**config.mk**
```make
export PLATFORM = sky130hd
export DESIGN_NAME = rom_loader
export DESIGN_NICKNAME = d
export VERILOG_FILES = /design/src/verilog/mem_pkg.sv /design/src/verilog/rom_loader.sv
export SDC_FILE = /design/constraint.sdc
export NUM_CORES = 1
export LEC_CHECK = 0
export BUFFER_PORTS_ARGS = -buffer_cell sky130_fd_sc_hd__buf_2
export CORE_MARGIN = 3
export CORE_UTILIZATION = 38
export CTS_CLUSTER_SIZE = 28
export DETAILED_ROUTE_END_ITERATION = 10
export GPL_TIMING_DRIVEN = 0
export HOLD_SLACK_MARGIN = 0.12
export PLACE_DENSITY_LB_ADDON = 0.25
export SKIP_LAST_GASP = 1
export SYNTH_ARGS = -nofsm -noshare
export SYNTH_HDL_FRONTEND = slang
export SYNTH_SLANG_ARGS = --single-unit
```
**constraint.sdc**
```tcl
create_clock -name clk -period 0.8 [get_ports clk]
set_input_delay 0.16 -clock clk [delete_from_list [all_inputs] [get_ports clk]]
set_output_delay 0.16 -clock clk [all_outputs]
set_load 0.02 [all_outputs]
```
**src/verilog/mem_pkg.sv**
```systemverilog
// Shared widths, memory command struct and peer identifiers for the memory subsystem
`default_nettype none

package mem_pkg;

    // Word address width of the shared memory, 4096 words
    localparam int MEM_AW = 12;

    // Memory word width
    localparam int MEM_DW = 16;

    // Byte address width of the download stream
    localparam int IOCTL_AW = MEM_AW + 1;

    // One memory command as seen by the arbiter and the controller
    typedef struct packed {
        // High for a write, low for a read
        logic              we;
        // Word address
        logic [MEM_AW-1:0] addr;
        // Write data, ignored on reads
        logic [MEM_DW-1:0] din;
        // Active-low byte enables, bit 0 is the low byte
        logic [1:0]        dsn;
    } mem_cmd_t;

    // Owner of a command, carried with reads so data returns to the right peer
    typedef enum logic [1:0] {
        PORT_PROG = 2'd0,
        PORT_CPU  = 2'd1,
        PORT_GFX  = 2'd2,
        PORT_NONE = 2'd3
    } port_id_t;

endpackage

`default_nettype wire

```
**src/verilog/rom_loader.sv**
```systemverilog
// ROM loader that turns download byte writes into masked word write commands
`default_nettype none

module rom_loader
    import mem_pkg::*;
(
    input  wire logic                clk,
    input  wire logic                rst,

    // Download stream
    input  wire logic                downloading,
    input  wire logic [IOCTL_AW-1:0] ioctl_addr,
    input  wire logic [7:0]          ioctl_dout,
    input  wire logic                ioctl_wr,

    // Arbiter side
    input  wire logic                ack,
    output logic                     req,
    output mem_cmd_t                 cmd,

    output logic                     dwnld_busy
);

    // A write command is pending until the arbiter takes it
    logic busy;

    always_ff @(posedge clk) begin
        if (rst) begin
            busy <= 1'b0;
        end else if (ioctl_wr) begin
            busy <= 1'b1;
        end else if (ack) begin
            busy <= 1'b0;
        end
    end

    // Payload is captured with each byte and held until ack
    always_ff @(posedge clk) begin
        if (ioctl_wr) begin
            cmd.we   <= 1'b1;
            cmd.addr <= ioctl_addr[IOCTL_AW-1:1];
            // Same byte on both lanes, the mask picks the one written
            cmd.din  <= {2{ioctl_dout}};
            // Even byte address goes to the low lane
            cmd.dsn  <= ioctl_addr[0] ? 2'b01 : 2'b10;
        end
    end

    assign req        = busy;
    assign dwnld_busy = downloading | busy;

    // The download source must wait for dwnld_busy before the next byte
    a_no_wr_while_busy: assert property (
        @(posedge clk) disable iff (rst)
        ioctl_wr |-> !busy
    );

endmodule

`default_nettype wire

```
==> out/metrics.csv <==
metric,value,unit
seq_area_frac_synth,87.18,%
critPathLaunch,cmd[14]$_DFFE_PP_,
setup_viol,33,
area_growth,99.36,%
hold_path.class,input pin to flop,
final_nets,150,
via_per_inst,4.291,
port-buffer-count,57,
synth.most_common_cell,edfxtp_1,
fin_worst_hold_slack,0.1184,ns
post_drt_wl_per_cell,15.02,microns
synthArstFlopShare,0,%
finalCritPeriodShare,148.5,%
power_density,1727,nW/um^2
grt_max_degree,24,
clkTransAtPathRegs,0.13,ns
status,"finished, violations left",
gp_congestion,0.7285,
cts_tree,yes,
vias,635,
initial_core_util,42.45,%
rrSetupSlack,-0.02,ns
syn_avg_cell_area,20.55,sq um
fp.dieH,51.33,microns
synth_cell_types,8,
drive_above_1_share,60.98,%
critPathMaxFanout,2,
stdcell_count,148,
synth_edf_count,22,
synth_seq_cells,23,
multiInputGateArea,27.53,sq um
num_rows,15,
io-pin-count,59,
fin_ws,-0.3882,ns
clock-root-buffer,clkbuf_4,
grt.total_usage,16.71,%
antenna_found_initial,0,
dieArea,2634,sq um
hold_violations,0,
synth_common_cells,"edfxtp_1, buf_4, inv_1",
synth_mux_area_share,0,%
numCtsBuffers,3,
antennaDiodeCount,0,
placed_cells,120,
synth_top_area_share,84.62,%
crit_path_end_kind,output pin,
min_period,1.188,ns
drt_wl_total,2223,microns
clockBufferDepth,2,
synth_compound_area_share,1.122,%
crit_end,cmd[14],
synth_xor_area_share,0,%
dp_worst_setup_slack,-0.1306,ns
ff_latch_area,681.9,sq um
rsz0062_at_grt,true,
fillers,99,
drv_slew,0,
htree_levels,1,
fin_worst_skew,0,ns
grt_overflow,0,
drcViolationCount,0,
worstPathArrival,1.03,ns
ys_top_cells_by_area,"edfxtp_1, buf_4, dfxtp_1",
synth_ff_type,edfxtp_1,
synth_area,780.7,sq um
synth_fp_nets,64,
ant_nets,0,
synth_top_family_by_area,buffers and inverters,
synth-simple-area-share,1.603,%
drtIter0Drc,6,
yosys_warnings,0,
synth_fa_ha_area_share,0,%
crit_required,0.64,ns
clock-sinks,23,
crit_type,flop to output pin,
start_kind,flop,
cap_viol_max_count,0,
core,1839,sq um
holdBufCountCts,22,
synth_area_leader_cell,edfxtp_1,
r2r_start,req$_SDFFE_PP0P_,
grt_first_pass_wirelength,3098,microns
ir_drop,1174,uV
p_leak,0.6915,nW
r2r_cells,4,
fmax,841.6,MHz
die_w,51.33,microns
grt_pass1_vias,680,
syn_inst,38,
rr_endpoint,req$_SDFFE_PP0P_,
violations,negative setup slack,
clk_latency,0.30,ns
drtPass1Iterations,2,
how the worst min path moves through the flow:
stage	from	to	slack (ns)	cells after the start
2_1_floorplan	rst	req$_SDFFE_PP0P_	0.22	1
3_3_place_gp	rst	req$_SDFFE_PP0P_	0.32	2
3_5_place_dp	rst	req$_SDFFE_PP0P_	0.32	2
4_1_cts	ack	req$_SDFFE_PP0P_	0.1	3
5_1_grt	ack	req$_SDFFE_PP0P_	0.11	3
6_report	ack	req$_SDFFE_PP0P_	0.12	3
metal layers:
| metal | wire (microns) | part of all wire, % | global-route usage [%] |
|---|---|---|---|
| met5 | 0 | 0 | 0 |
| met3 | 137 | 6.2 | 2.915 |
| met1 | 774 | 35 | 15.08 |
| met4 | 20 | 0.90 | 7.424 |
| met2 | 1291 | 58 | 34.76 |
through the flow:
step / TNS (ns) / utilization [%] / total power [mW] / instance area, sq um
6_report: -8.681 / 84.63 / 2.688 / 1556
5_1_grt: -10.45 / 84.63 / 2.819 / 1556
4_1_cts: -8.480 / 81.29 / 2.619 / 1495
3_5_place_dp: -3.026 / 61.43 / 1.931 / 1130
3_3_place_gp: -2.839 / 61.43 / 1.925 / 1130
2_1_floorplan: -0.1356 / - / 1.740 / 813.3
layout by cell type, fill, tap and decap left out, drive strengths merged:
cell type	instances
a21oi	1
buf	68
clkbuf	3
clkinvlp	1
conb	1
dfxtp	1
dlygate4sd3	22
edfxtp	22
inv	2
nand2b	1
or2	1
repair_timing:
action,4_1_cts,5_1_grt
resized for setup,35,17
buffers inserted,1,1
setup endpoints to repair,32,32
endpoints found under the hold margin,23,1
logic make-up after synthesis:
family                 Yosys count
AO/OA/AOI/OAI                    1
buffers and inverters           11
flip-flops                      23
other                            1
AND/OR/NAND/NOR                  2
sequential cells by signal (all words and copies together) (netlist names):
register,count
cmd,22
req,1
cell type report:
| class | instances | area share [%] |
|---|---|---|
| repair buffers | 81 | 43.73 |
| multi-input cells | 4 | 1.768 |
| well taps | 25 | 2.010 |
| flip-flops and latches | 23 | 43.81 |
| clock buffers | 3 | 1.447 |
| plain buffers | 9 | 6.270 |
| clock inverters | 1 | 0.4823 |
| inverters | 2 | 0.4823 |
critical path, cell delays in order (launching register included):
cell and delay [ns]:
edfxtp_1 0.46, buf_6 0.15, buf_6 0.12
where the power goes:
group | switching, mW | leakage [nW] | internal, mW
clock | 0.341 | 0.0139 | 0.190
sequential | 0.0529 | 0.224 | 1.42
combinational | 0.298 | 0.454 | 0.382
total | 0.691 | 0.691 | 2.00
Power figures use the tool's default switching activity.
