--- config.mk ---
export PLATFORM = sky130hd
export DESIGN_NAME = rom_fetch
export DESIGN_NICKNAME = d
export VERILOG_FILES = /design/src/verilog/mem_pkg.sv /design/src/verilog/rom_fetch.sv
export SDC_FILE = /design/constraint.sdc
export NUM_CORES = 1
export LEC_CHECK = 0
export BUFFER_PORTS_ARGS = -buffer_cell sky130_fd_sc_hd__buf_2
export CAP_MARGIN = 30
export CORE_MARGIN = 2
export CORE_UTILIZATION = 47
export CTS_CLUSTER_DIAMETER = 50
export CTS_CLUSTER_SIZE = 10
export DETAILED_ROUTE_END_ITERATION = 7
export PLACE_DENSITY = 0.83
export RECOVER_POWER = 50
export SLEW_MARGIN = 40
export SYNTH_ARGS = -nofsm -noshare
export SYNTH_HDL_FRONTEND = slang
export SYNTH_SLANG_ARGS = --single-unit
--- constraint.sdc ---
create_clock -name clk -period 5.08 [get_ports clk]
set_clock_uncertainty 0.1 [all_clocks]
set_input_delay 0 -clock clk [delete_from_list [all_inputs] [get_ports clk]]
set_output_delay 0 -clock clk [all_outputs]
set_load 0.005 [all_outputs]
--- src/verilog/mem_pkg.sv ---
// Shared widths, memory command struct and peer identifiers for the memory subsystem
`default_nettype none

package mem_pkg;

    // Word address width of the shared memory, 4096 words
    localparam int MEM_AW = 12;

    // Memory word width
    localparam int MEM_DW = 16;

    // Byte address width of the download stream
    localparam int IOCTL_AW = MEM_AW + 1;

    // One memory command as seen by the arbiter and the controller
    typedef struct packed {
        // High for a write, low for a read
        logic              we;
        // Word address
        logic [MEM_AW-1:0] addr;
        // Write data, ignored on reads
        logic [MEM_DW-1:0] din;
        // Active-low byte enables, bit 0 is the low byte
        logic [1:0]        dsn;
    } mem_cmd_t;

    // Owner of a command, carried with reads so data returns to the right peer
    typedef enum logic [1:0] {
        PORT_PROG = 2'd0,
        PORT_CPU  = 2'd1,
        PORT_GFX  = 2'd2,
        PORT_NONE = 2'd3
    } port_id_t;

endpackage

`default_nettype wire

--- src/verilog/rom_fetch.sv ---
// Game-side ROM read port with a one-word cache and request handshake
`default_nettype none

module rom_fetch
    import mem_pkg::*;
#(
    // Word offset of this port's region in the shared memory
    parameter int BASE = 0
) (
    input  wire logic              clk,
    input  wire logic              rst,

    // Game side
    input  wire logic              cs,
    input  wire logic [MEM_AW-2:0] addr,
    output logic      [MEM_DW-1:0] data,
    output logic                   ok,

    // Arbiter side
    output logic                   req,
    output mem_cmd_t               cmd,
    input  wire logic              ack,
    input  wire logic              dok,
    input  wire logic [MEM_DW-1:0] rdata
);

    logic              valid;
    logic [MEM_AW-2:0] cache_addr;
    logic [MEM_DW-1:0] cache_data;

    // Read accepted by the arbiter, data not yet back
    logic              pending;
    // Address of the read being requested or in flight
    logic [MEM_AW-2:0] req_addr;

    logic hit;
    logic miss;

    assign hit  = valid && (cache_addr == addr);
    assign miss = cs && !hit;

    assign ok   = cs && hit;
    assign data = cache_data;

    always_ff @(posedge clk) begin
        if (rst) begin
            req     <= 1'b0;
            pending <= 1'b0;
            valid   <= 1'b0;
        end else begin
            if (req && ack) begin
                req     <= 1'b0;
                pending <= 1'b1;
            end else if (miss && !req && !pending) begin
                // Only one read at a time, a new miss waits for the old data
                req <= 1'b1;
            end
            if (dok) begin
                pending <= 1'b0;
                valid   <= 1'b1;
            end
        end
    end

    always_ff @(posedge clk) begin
        if (miss && !req && !pending) begin
            req_addr <= addr;
        end
        if (dok) begin
            cache_addr <= req_addr;
            cache_data <= rdata;
        end
    end

    // Reads only, region base added here
    always_comb begin
        cmd.we   = 1'b0;
        cmd.addr = MEM_AW'(BASE) + {1'b0, req_addr};
        cmd.din  = '0;
        cmd.dsn  = 2'b11;
    end

    // Data-ok must belong to a read this port issued
    a_dok_outstanding: assert property (
        @(posedge clk) disable iff (rst)
        dok |-> pending
    );

endmodule

`default_nettype wire

==> qor.csv <==
metric;value;unit
cts_sinks;41;
fillCellCount;226;
die_area;0.00376;mm^2
drc;0;
cp_max_fo;2;
ctsResizeCount;0;
synth_commonest_cells;edfxtp_1 (38), buf_4 (20), xnor2_1 (11);
slowest_stage;dlygate4sd3_1;
syn-cell-area;0.00155;mm^2
fp.dieW;61.3;um
path_buf_inv;1;
finalWeightedCongestion;0.767;
cts_hold_buf;31;
startpoint_type;flip-flop;
powerDensity;321;mW/mm^2
clk_latency;0.35;ns
postRouteWirelength;3.31;mm
start_util;49.8;%
cp_data_arrival_time;1.93;ns
dieHeight;61.3;um
synthArstFlopShare;0;%
io_pins;81;
synth_top_area_share;73.8;%
critPathMaxStageDelay;0.56;ns
syn_avg_cell_area;17.2;um^2
portBuffers;60;
cts_tree;built;
drive_gt1_share;29.8;%
synthCells;90;
synth_cell_types;15;
drt_pre_antenna_iters;4;
track_usage;18.7;%
violations;max-capacitance violations, max-slew violations;
post_cts_buffers;0;
place_hpwl;2.07;mm
clockBufferDepth;2;
htreeDepth;2;
cts.clk_slew.worst_paths;0.12;ns
crit_chain;xnor2_1 > nand4_1 > o21ai_0 > nand2_1 > dlygate4sd3_1;
seq_area_frac_synth;77.7;%
wl_per_cell;14.3;um
setup_violations;0;
synth_edf_count;38;
synthMostInstantiatedCell;edfxtp_1;
crit_family;buffers and inverters;
max_freq;561;MHz
num_vias;1028;
diodes;0;
drv_slew;30;
period_needed;1.78;ns
period_share;35.1;%
leakage;0.000888;uW
area_delta_synth_final;42.3;%
relSlewSlack;-3.85;%
final_util;70.9;%
hp-class;in -> reg;
yosys.area.top_type;edfxtp_1;
grt_pass1_vias;1026;
fin_setup_tns;0;ns
root_buffer;clkbuf_4;
ys_ff_latch;41;
grt_max_degree;30;
grt_remaining_overflow;0;
nets;219;
hold_viol_final;0;
path_class;reg -> reg;
drt_iter0_drc;25;
core-area;0.00310;mm^2
via_per_inst;4.43;
antenna_found_initial;0;
rsz0062_at_grt;no;
antenna_left;0;
tightest_slew;1.56;ns
cts_inserted_buffers;5;
num_rows;20;
synth-main-ff-cell;edfxtp_1;
max-vdd-ir-drop;0.250;mV
synth.area.top_cells;edfxtp_1 (74%), buf_4 (9.7%), xnor2_1 (6.2%);
crit_required;5.23;ns
cp-end-kind;flip-flop;
cap_viol_max_count;1;
yosys_warnings;0;
grt_pass1_wl;4.82;mm
status;finished, violations left;
## cell families after synthesis
group	after synthesis	share of synthesized area, %
flops	41	77.7
buf+inv	20	9.72
simple gates	13	4.86
xor+xnor	11	6.23
compound gates	3	0.971
other cells	2	0.486
## per-stage QoR
stage / total power [uW] / std cells / setup slack (ns) / hold slack [ns] / area, um^2
floorplan: 450 / 108 / 3.09 / -0.0276 / 1610
global placement: 478 / 193 / 3.60 / 0.0779 / 1830
detailed placement: 483 / 193 / 3.52 / 0.0783 / 1830
CTS: 710 / 232 / 3.36 / 0.104 / 2220
global route: 736 / 232 / 3.18 / 0.191 / 2200
finish: 706 / 232 / 3.30 / 0.166 / 2200
## cells in the final DEF (no fill, tap or decap)
cell type      instances
nor3_1                 3
buf_4                  1
clkbuf_4               5
nand4_1                3
nor3b_1                1
xnor2_1               11
clkinv_4               1
nand2_1                1
edfxtp_1              38
nand2b_1               1
nor2_1                 2
clkbuf_1              14
nor3_2                 1
bufinv_16              1
dfxtp_1                3
a21oi_1                2
o21ai_0                1
buf_2                 47
conb_1                20
dlygate4sd3_1         31
and2_1                 1
## state kept, by name (all words and copies together) (netlist names)
signal,cells
cache_addr,11
pending,1
req,1
data,16
req_addr,11
valid,1
## worst paths after layout
check | startpoint | depth (start not counted) | to | slack (ns)
setup / recovery | cache_addr[4] | 5 | req | 3.30
hold / removal | cs | 4 | req_addr[6] | 0.17
setup reg to reg | cache_addr[4] | 5 | req | 3.30
hold reg to reg | req_addr[9] | 0 | cache_addr[9] | 0.37
## cell type report
type | count | area [um^2] | area share, %
sequential | 41 | 1200 | 54.6
timing repair buffer | 92 | 602 | 27.4
multi-input combinational | 47 | 262 | 11.9
tap | 44 | 55.1 | 2.50
clock buffer | 6 | 41.3 | 1.88
clock inverter | 2 | 38.8 | 1.76
## worst min-delay path, cell delays in order
cell      delay (ns)
buf_2           0.11
nand2b_1        0.09
nor3_1          0.06
buf_4           0.19
## power by group
group	internal (uW)	leakage [uW]	switching, uW
clock network	105	0.0000424	105
logic	45.6	0.000453	38.5
registers	400	0.000393	11.4
total	550	0.000888	155
## layer usage
| layer | GRT usage, % | vias to the layer above | part of all wire, % |
|---|---|---|---|
| li1 | - | 476 | - |
| met1 | 21.5 | 491 | 38 |
| met2 | 31.2 | 51 | 52 |
| met3 | 6.72 | 10 | 6.1 |
| met4 | 9.42 | 0 | 3.0 |
| met5 | 0 | - | 0 |
No activity file was read; power rests on OpenSTA's default activity.
