File: src/verilog/mem_pkg.sv
// Shared widths, memory command struct and peer identifiers for the memory subsystem
`default_nettype none

package mem_pkg;

    // Word address width of the shared memory, 4096 words
    localparam int MEM_AW = 12;

    // Memory word width
    localparam int MEM_DW = 16;

    // Byte address width of the download stream
    localparam int IOCTL_AW = MEM_AW + 1;

    // One memory command as seen by the arbiter and the controller
    typedef struct packed {
        // High for a write, low for a read
        logic              we;
        // Word address
        logic [MEM_AW-1:0] addr;
        // Write data, ignored on reads
        logic [MEM_DW-1:0] din;
        // Active-low byte enables, bit 0 is the low byte
        logic [1:0]        dsn;
    } mem_cmd_t;

    // Owner of a command, carried with reads so data returns to the right peer
    typedef enum logic [1:0] {
        PORT_PROG = 2'd0,
        PORT_CPU  = 2'd1,
        PORT_GFX  = 2'd2,
        PORT_NONE = 2'd3
    } port_id_t;

endpackage

`default_nettype wire

File: src/verilog/mem_arbiter.sv
// Arbiter granting the loader and two fetch ports access to the memory controller
`default_nettype none

module mem_arbiter
    import mem_pkg::*;
(
    input  wire logic     clk,
    input  wire logic     rst,

    // ROM loader
    input  wire logic     prog_req,
    input  wire mem_cmd_t prog_cmd,
    input  wire logic     prog_busy,
    output logic          prog_ack,

    // CPU fetch port
    input  wire logic     cpu_req,
    input  wire mem_cmd_t cpu_cmd,
    output logic          cpu_ack,
    output logic          cpu_dok,

    // Graphics fetch port
    input  wire logic     gfx_req,
    input  wire mem_cmd_t gfx_cmd,
    output logic          gfx_ack,
    output logic          gfx_dok,

    // Controller
    output logic          cmd_valid,
    output mem_cmd_t      cmd,
    output port_id_t      tag,
    input  wire logic     cmd_ready,
    input  wire logic     rd_valid,
    input  wire port_id_t rd_tag
);

    // High when graphics won the last round-robin grant
    logic     last_gfx;
    port_id_t sel;
    logic     xfer;

    always_comb begin
        sel = PORT_NONE;
        if (prog_busy) begin
            // Download owns the memory
            if (prog_req) begin
                sel = PORT_PROG;
            end
        end else if (cpu_req && (!gfx_req || last_gfx)) begin
            sel = PORT_CPU;
        end else if (gfx_req) begin
            sel = PORT_GFX;
        end
    end

    always_comb begin
        case (sel)
            PORT_PROG: cmd = prog_cmd;
            PORT_CPU:  cmd = cpu_cmd;
            PORT_GFX:  cmd = gfx_cmd;
            default:   cmd = '0;
        endcase
    end

    assign cmd_valid = (sel != PORT_NONE);
    assign tag       = sel;
    assign xfer      = cmd_valid && cmd_ready;

    assign prog_ack = xfer && (sel == PORT_PROG);
    assign cpu_ack  = xfer && (sel == PORT_CPU);
    assign gfx_ack  = xfer && (sel == PORT_GFX);

    // Returned read data goes to whoever issued it
    assign cpu_dok = rd_valid && (rd_tag == PORT_CPU);
    assign gfx_dok = rd_valid && (rd_tag == PORT_GFX);

    always_ff @(posedge clk) begin
        if (rst) begin
            last_gfx <= 1'b0;
        end else if (cpu_ack || gfx_ack) begin
            last_gfx <= gfx_ack;
        end
    end

    // A loader write is only granted while busy holds off the fetch ports
    a_prog_req_busy: assert property (
        @(posedge clk) disable iff (rst)
        prog_req |-> prog_busy
    );

endmodule

`default_nettype wire

File: config.mk
export PLATFORM = sky130hd
export DESIGN_NAME = mem_arbiter
export DESIGN_NICKNAME = d
export VERILOG_FILES = /design/src/verilog/mem_pkg.sv /design/src/verilog/mem_arbiter.sv
export SDC_FILE = /design/constraint.sdc
export NUM_CORES = 1
export LEC_CHECK = 0
export BUFFER_PORTS_ARGS = -buffer_cell sky130_fd_sc_hd__buf_4
export CORE_MARGIN = 2
export CORE_UTILIZATION = 26
export DETAILED_ROUTE_END_ITERATION = 10
export GPL_TIMING_DRIVEN = 0
export HOLD_SLACK_MARGIN = 0.02
export PLACE_DENSITY = 0.82
export SLEW_MARGIN = 25
export SYNTH_ARGS = -nofsm -noshare
export SYNTH_HDL_FRONTEND = slang
export SYNTH_SLANG_ARGS = --single-unit
File: constraint.sdc
create_clock -name clk -period 1.4 [get_ports clk]
set_input_delay 0.21 -clock clk [delete_from_list [all_inputs] [get_ports clk]]
set_output_delay 0.21 -clock clk [all_outputs]
set_load 0.02 [all_outputs]
==> flow_metrics.tcl <==
set metrics [dict create \
    grt.total_usage_pct 21.31 \
    seqPwrFrac_pct 4.1 \
    p_sw_share_pct 38.83 \
    grt_pass1_vias 1355 \
    area_growth_pct 173.4 \
    dp.final_hpwl_mm 3.039 \
    dieArea_mm2 0.003307 \
    whs_endpoint "last_gfx" \
    dp_cells 265 \
    ant_nets 0 \
    period_needed_ns 1.520 \
    switchingPower_uw 316.8 \
    syn-num-nets 196 \
    clk_pin_slew_ns 0 \
    syn-mean-instance-area_um2 8.005 \
    fmax_mhz 657.8 \
    nets 344 \
    r2r_cells 2 \
    hold_viol 0 \
    yosysTopAreaCellShare_pct 41.68 \
    slew-limit-headroom_pct 78.98 \
    intPower_uw 499.0 \
    vias_per_cell 5.385 \
    synth-xor-area-share_pct 0 \
    cp_max_fo 7 \
    postLayoutSetupSlackWorst_ns -0.1203 \
    yosys-top-cells-area "a221o_1 42%, and3_1 27%, buf_6 11%, clkbuf_1 3.0%, a211oi_4 2.7%" \
    antenna_found_initial 0 \
    synthAdderAreaFrac_pct 0 \
    final_max_slew_viol_count 0 \
    fillers 210 \
    ctsHoldBuffers 0 \
    fin_crit_sh_pct 108.6 \
    clockPowerShare_pct 0 \
    gp_congestion 0.8085 \
    row_count 19 \
    start_kind "register" \
    violations "setup timing" \
    synth_seq_cells 1 \
    hold_path.class "in2reg" \
    top_regs "last_gfx (1)" \
    rsz0062_at_grt "yes" \
    yosysTopAreaCell "a221o_1" \
    drcViolationCount 0 \
    drt_iter0_drc 64 \
    reg2reg_from "last_gfx" \
    grt_overflow 0 \
    insertedDiodeCount 0 \
    clock_latency_ns 0 \
    num_vias 1454 \
    power_density_mw_per_mm2 400.7 \
    synthDistinctLibCells 18 \
    dp_slack_ns -0.2286 \
    synth_seq_area_share_pct 2.689 \
    worstSetupPathType "reg2out" \
    synth_cells 93 \
    die_w_um 57.51 \
    combPwrFrac_pct 95.9 \
    grt_max_degree 11 \
    tightest_slew_ns 0.3154 \
    largest_register_ff_count 1 \
    yosysWarnings 0 \
    synth_edf_count 0 \
    cp.required_ns 1.19 \
    drtPass1Iterations 4 \
    final_area_mm2 0.002036 \
    r2r-end "last_gfx" \
    finClkSkew_ns 0 \
    synth_area_um2 744.5 \
    synthArstFlopShare_pct 0 \
    grt_pass1_wl_mm 5.920 \
    die_height_um 57.51 \
    synth.most_common_cell "and3_1" \
    min_path_cells 2 \
    fp.coreArea_mm2 0.002734 \
    ys.flop_type "dfxtp_1" \
    reg2reg_slack_ns 0.63 \
    wirelength_mm 4.061 \
    setup_viol 30 \
    irDropWorstVdd_mv 0.3467 \
    synth_common_cells "32 x and3_1, 31 x a221o_1, 7 x buf_6, 6 x clkbuf_1, 3 x a21oi_1" \
    wire_per_inst_um 15.04 \
    yosys.area_share.simple_pct 31.60 \
    regMostFlops "last_gfx" \
    arrival_ns 1.31 \
    placed_area_mm2 0.001842 \
    drv_cap 0 \
    crit_path_end_kind "output port" \
    synth_compound_area_share_pct 50.08 \
    initial_core_util_pct 27.23 \
    outcome "finished, violations left" \
    portBuffers 141 \
    drive_gt1_share_pct 66.95 \
    layout.cells.non_filler 270 \
    leakagePower_nw 1.167 \
    synthMuxAreaShare_pct 0 \
    utilization_pct 74.46 \
    holdWs_ns 0.3680 \
    hp-start "rst" \
    synth_top_family_by_area "compound AO/OA/AOI/OAI gates" \
    ios 142 \
]
-- placed cells by master (no fill, tap or decap), drive strengths merged --
master	n
a211o	1
a211oi	1
a21oi	3
a221o	31
a311oi	1
and2	2
and3	32
and3b	1
buf	153
clkbuf	7
dfxtp	1
inv	2
nand2	1
nor2	1
nor2b	1
o211a	1
-- worst max-delay path by stage --
stage / startpoint / end / slack (ns) / cells after the start
5_1_grt: last_gfx / cmd[0] / -0.14 / 5
4_1_cts: last_gfx / cmd[9] / -0.1 / 5
3_3_place_gp: prog_busy / cmd[9] / -0.21 / 6
6_report: last_gfx / cmd[0] / -0.12 / 5
2_1_floorplan: last_gfx / cmd[0] / 0.0008 / 4
3_5_place_dp: prog_busy / cmd[9] / -0.23 / 6
-- area by class of cell --
class	instances	area (um2)	share of cell area, %
Sequential cell	1	21.27	1.045
Inverter	2	10.01	0.4917
Buffer	14	123.9	6.085
Timing Repair Buffer	146	1234	60.60
Tap cell	31	38.79	1.905
Multi-Input combinational cell	76	608.1	29.87
-- timing repair --
item | CTS | global route
buffers inserted | 2 | 2
pin swaps | 2 | 6
gates resized for setup | 31 | 11
cloned | 0 | 1
endpoints found under the setup margin | 34 | 28
-- worst max-delay path, cell delays in order (launching register included) --
cell     delay (ns)
dfxtp_2        0.32
o211a_1        0.22
buf_6          0.14
buf_8          0.13
a221o_1        0.35
buf_6          0.15
-- stage by stage --
| step | setup TNS, ns | total power [mW] |
|---|---|---|
| floorplan | 0 | 0.3421 |
| global placement | -6.087 | 0.7125 |
| detailed placement | -6.450 | 0.7235 |
| CTS | -2.140 | 0.7881 |
| global route | -3.343 | 0.8602 |
| finish | -2.343 | 0.8158 |
-- power groups by stage --
stage	sequential [mW]	combinational [mW]	clock (mW)
finish	0.0333	0.782	0
global route	0.0337	0.827	0
CTS	0.0332	0.755	0
detailed placement	0.0329	0.691	0
global placement	0.0327	0.680	0
floorplan	0.0325	0.310	0
-- cell families after synthesis --
kind of cell	Yosys count
flip-flops	1
AND/OR/NAND/NOR	38
AO/OA/AOI/OAI	38
buffers and inverters	16
-- metal layers --
metal / GRT usage, % / up-vias / share of wire (%) / wire length, um
li1: - / 698 / - / -
met1: 25.24 / 658 / 37 / 1483
met2: 41.40 / 94 / 52 / 2106
met3: 2.948 / 4 / 11 / 432
met4: 1.993 / 0 / 0.94 / 38
met5: 0 / - / 0 / 0
(Power assumes the default switching activity.)
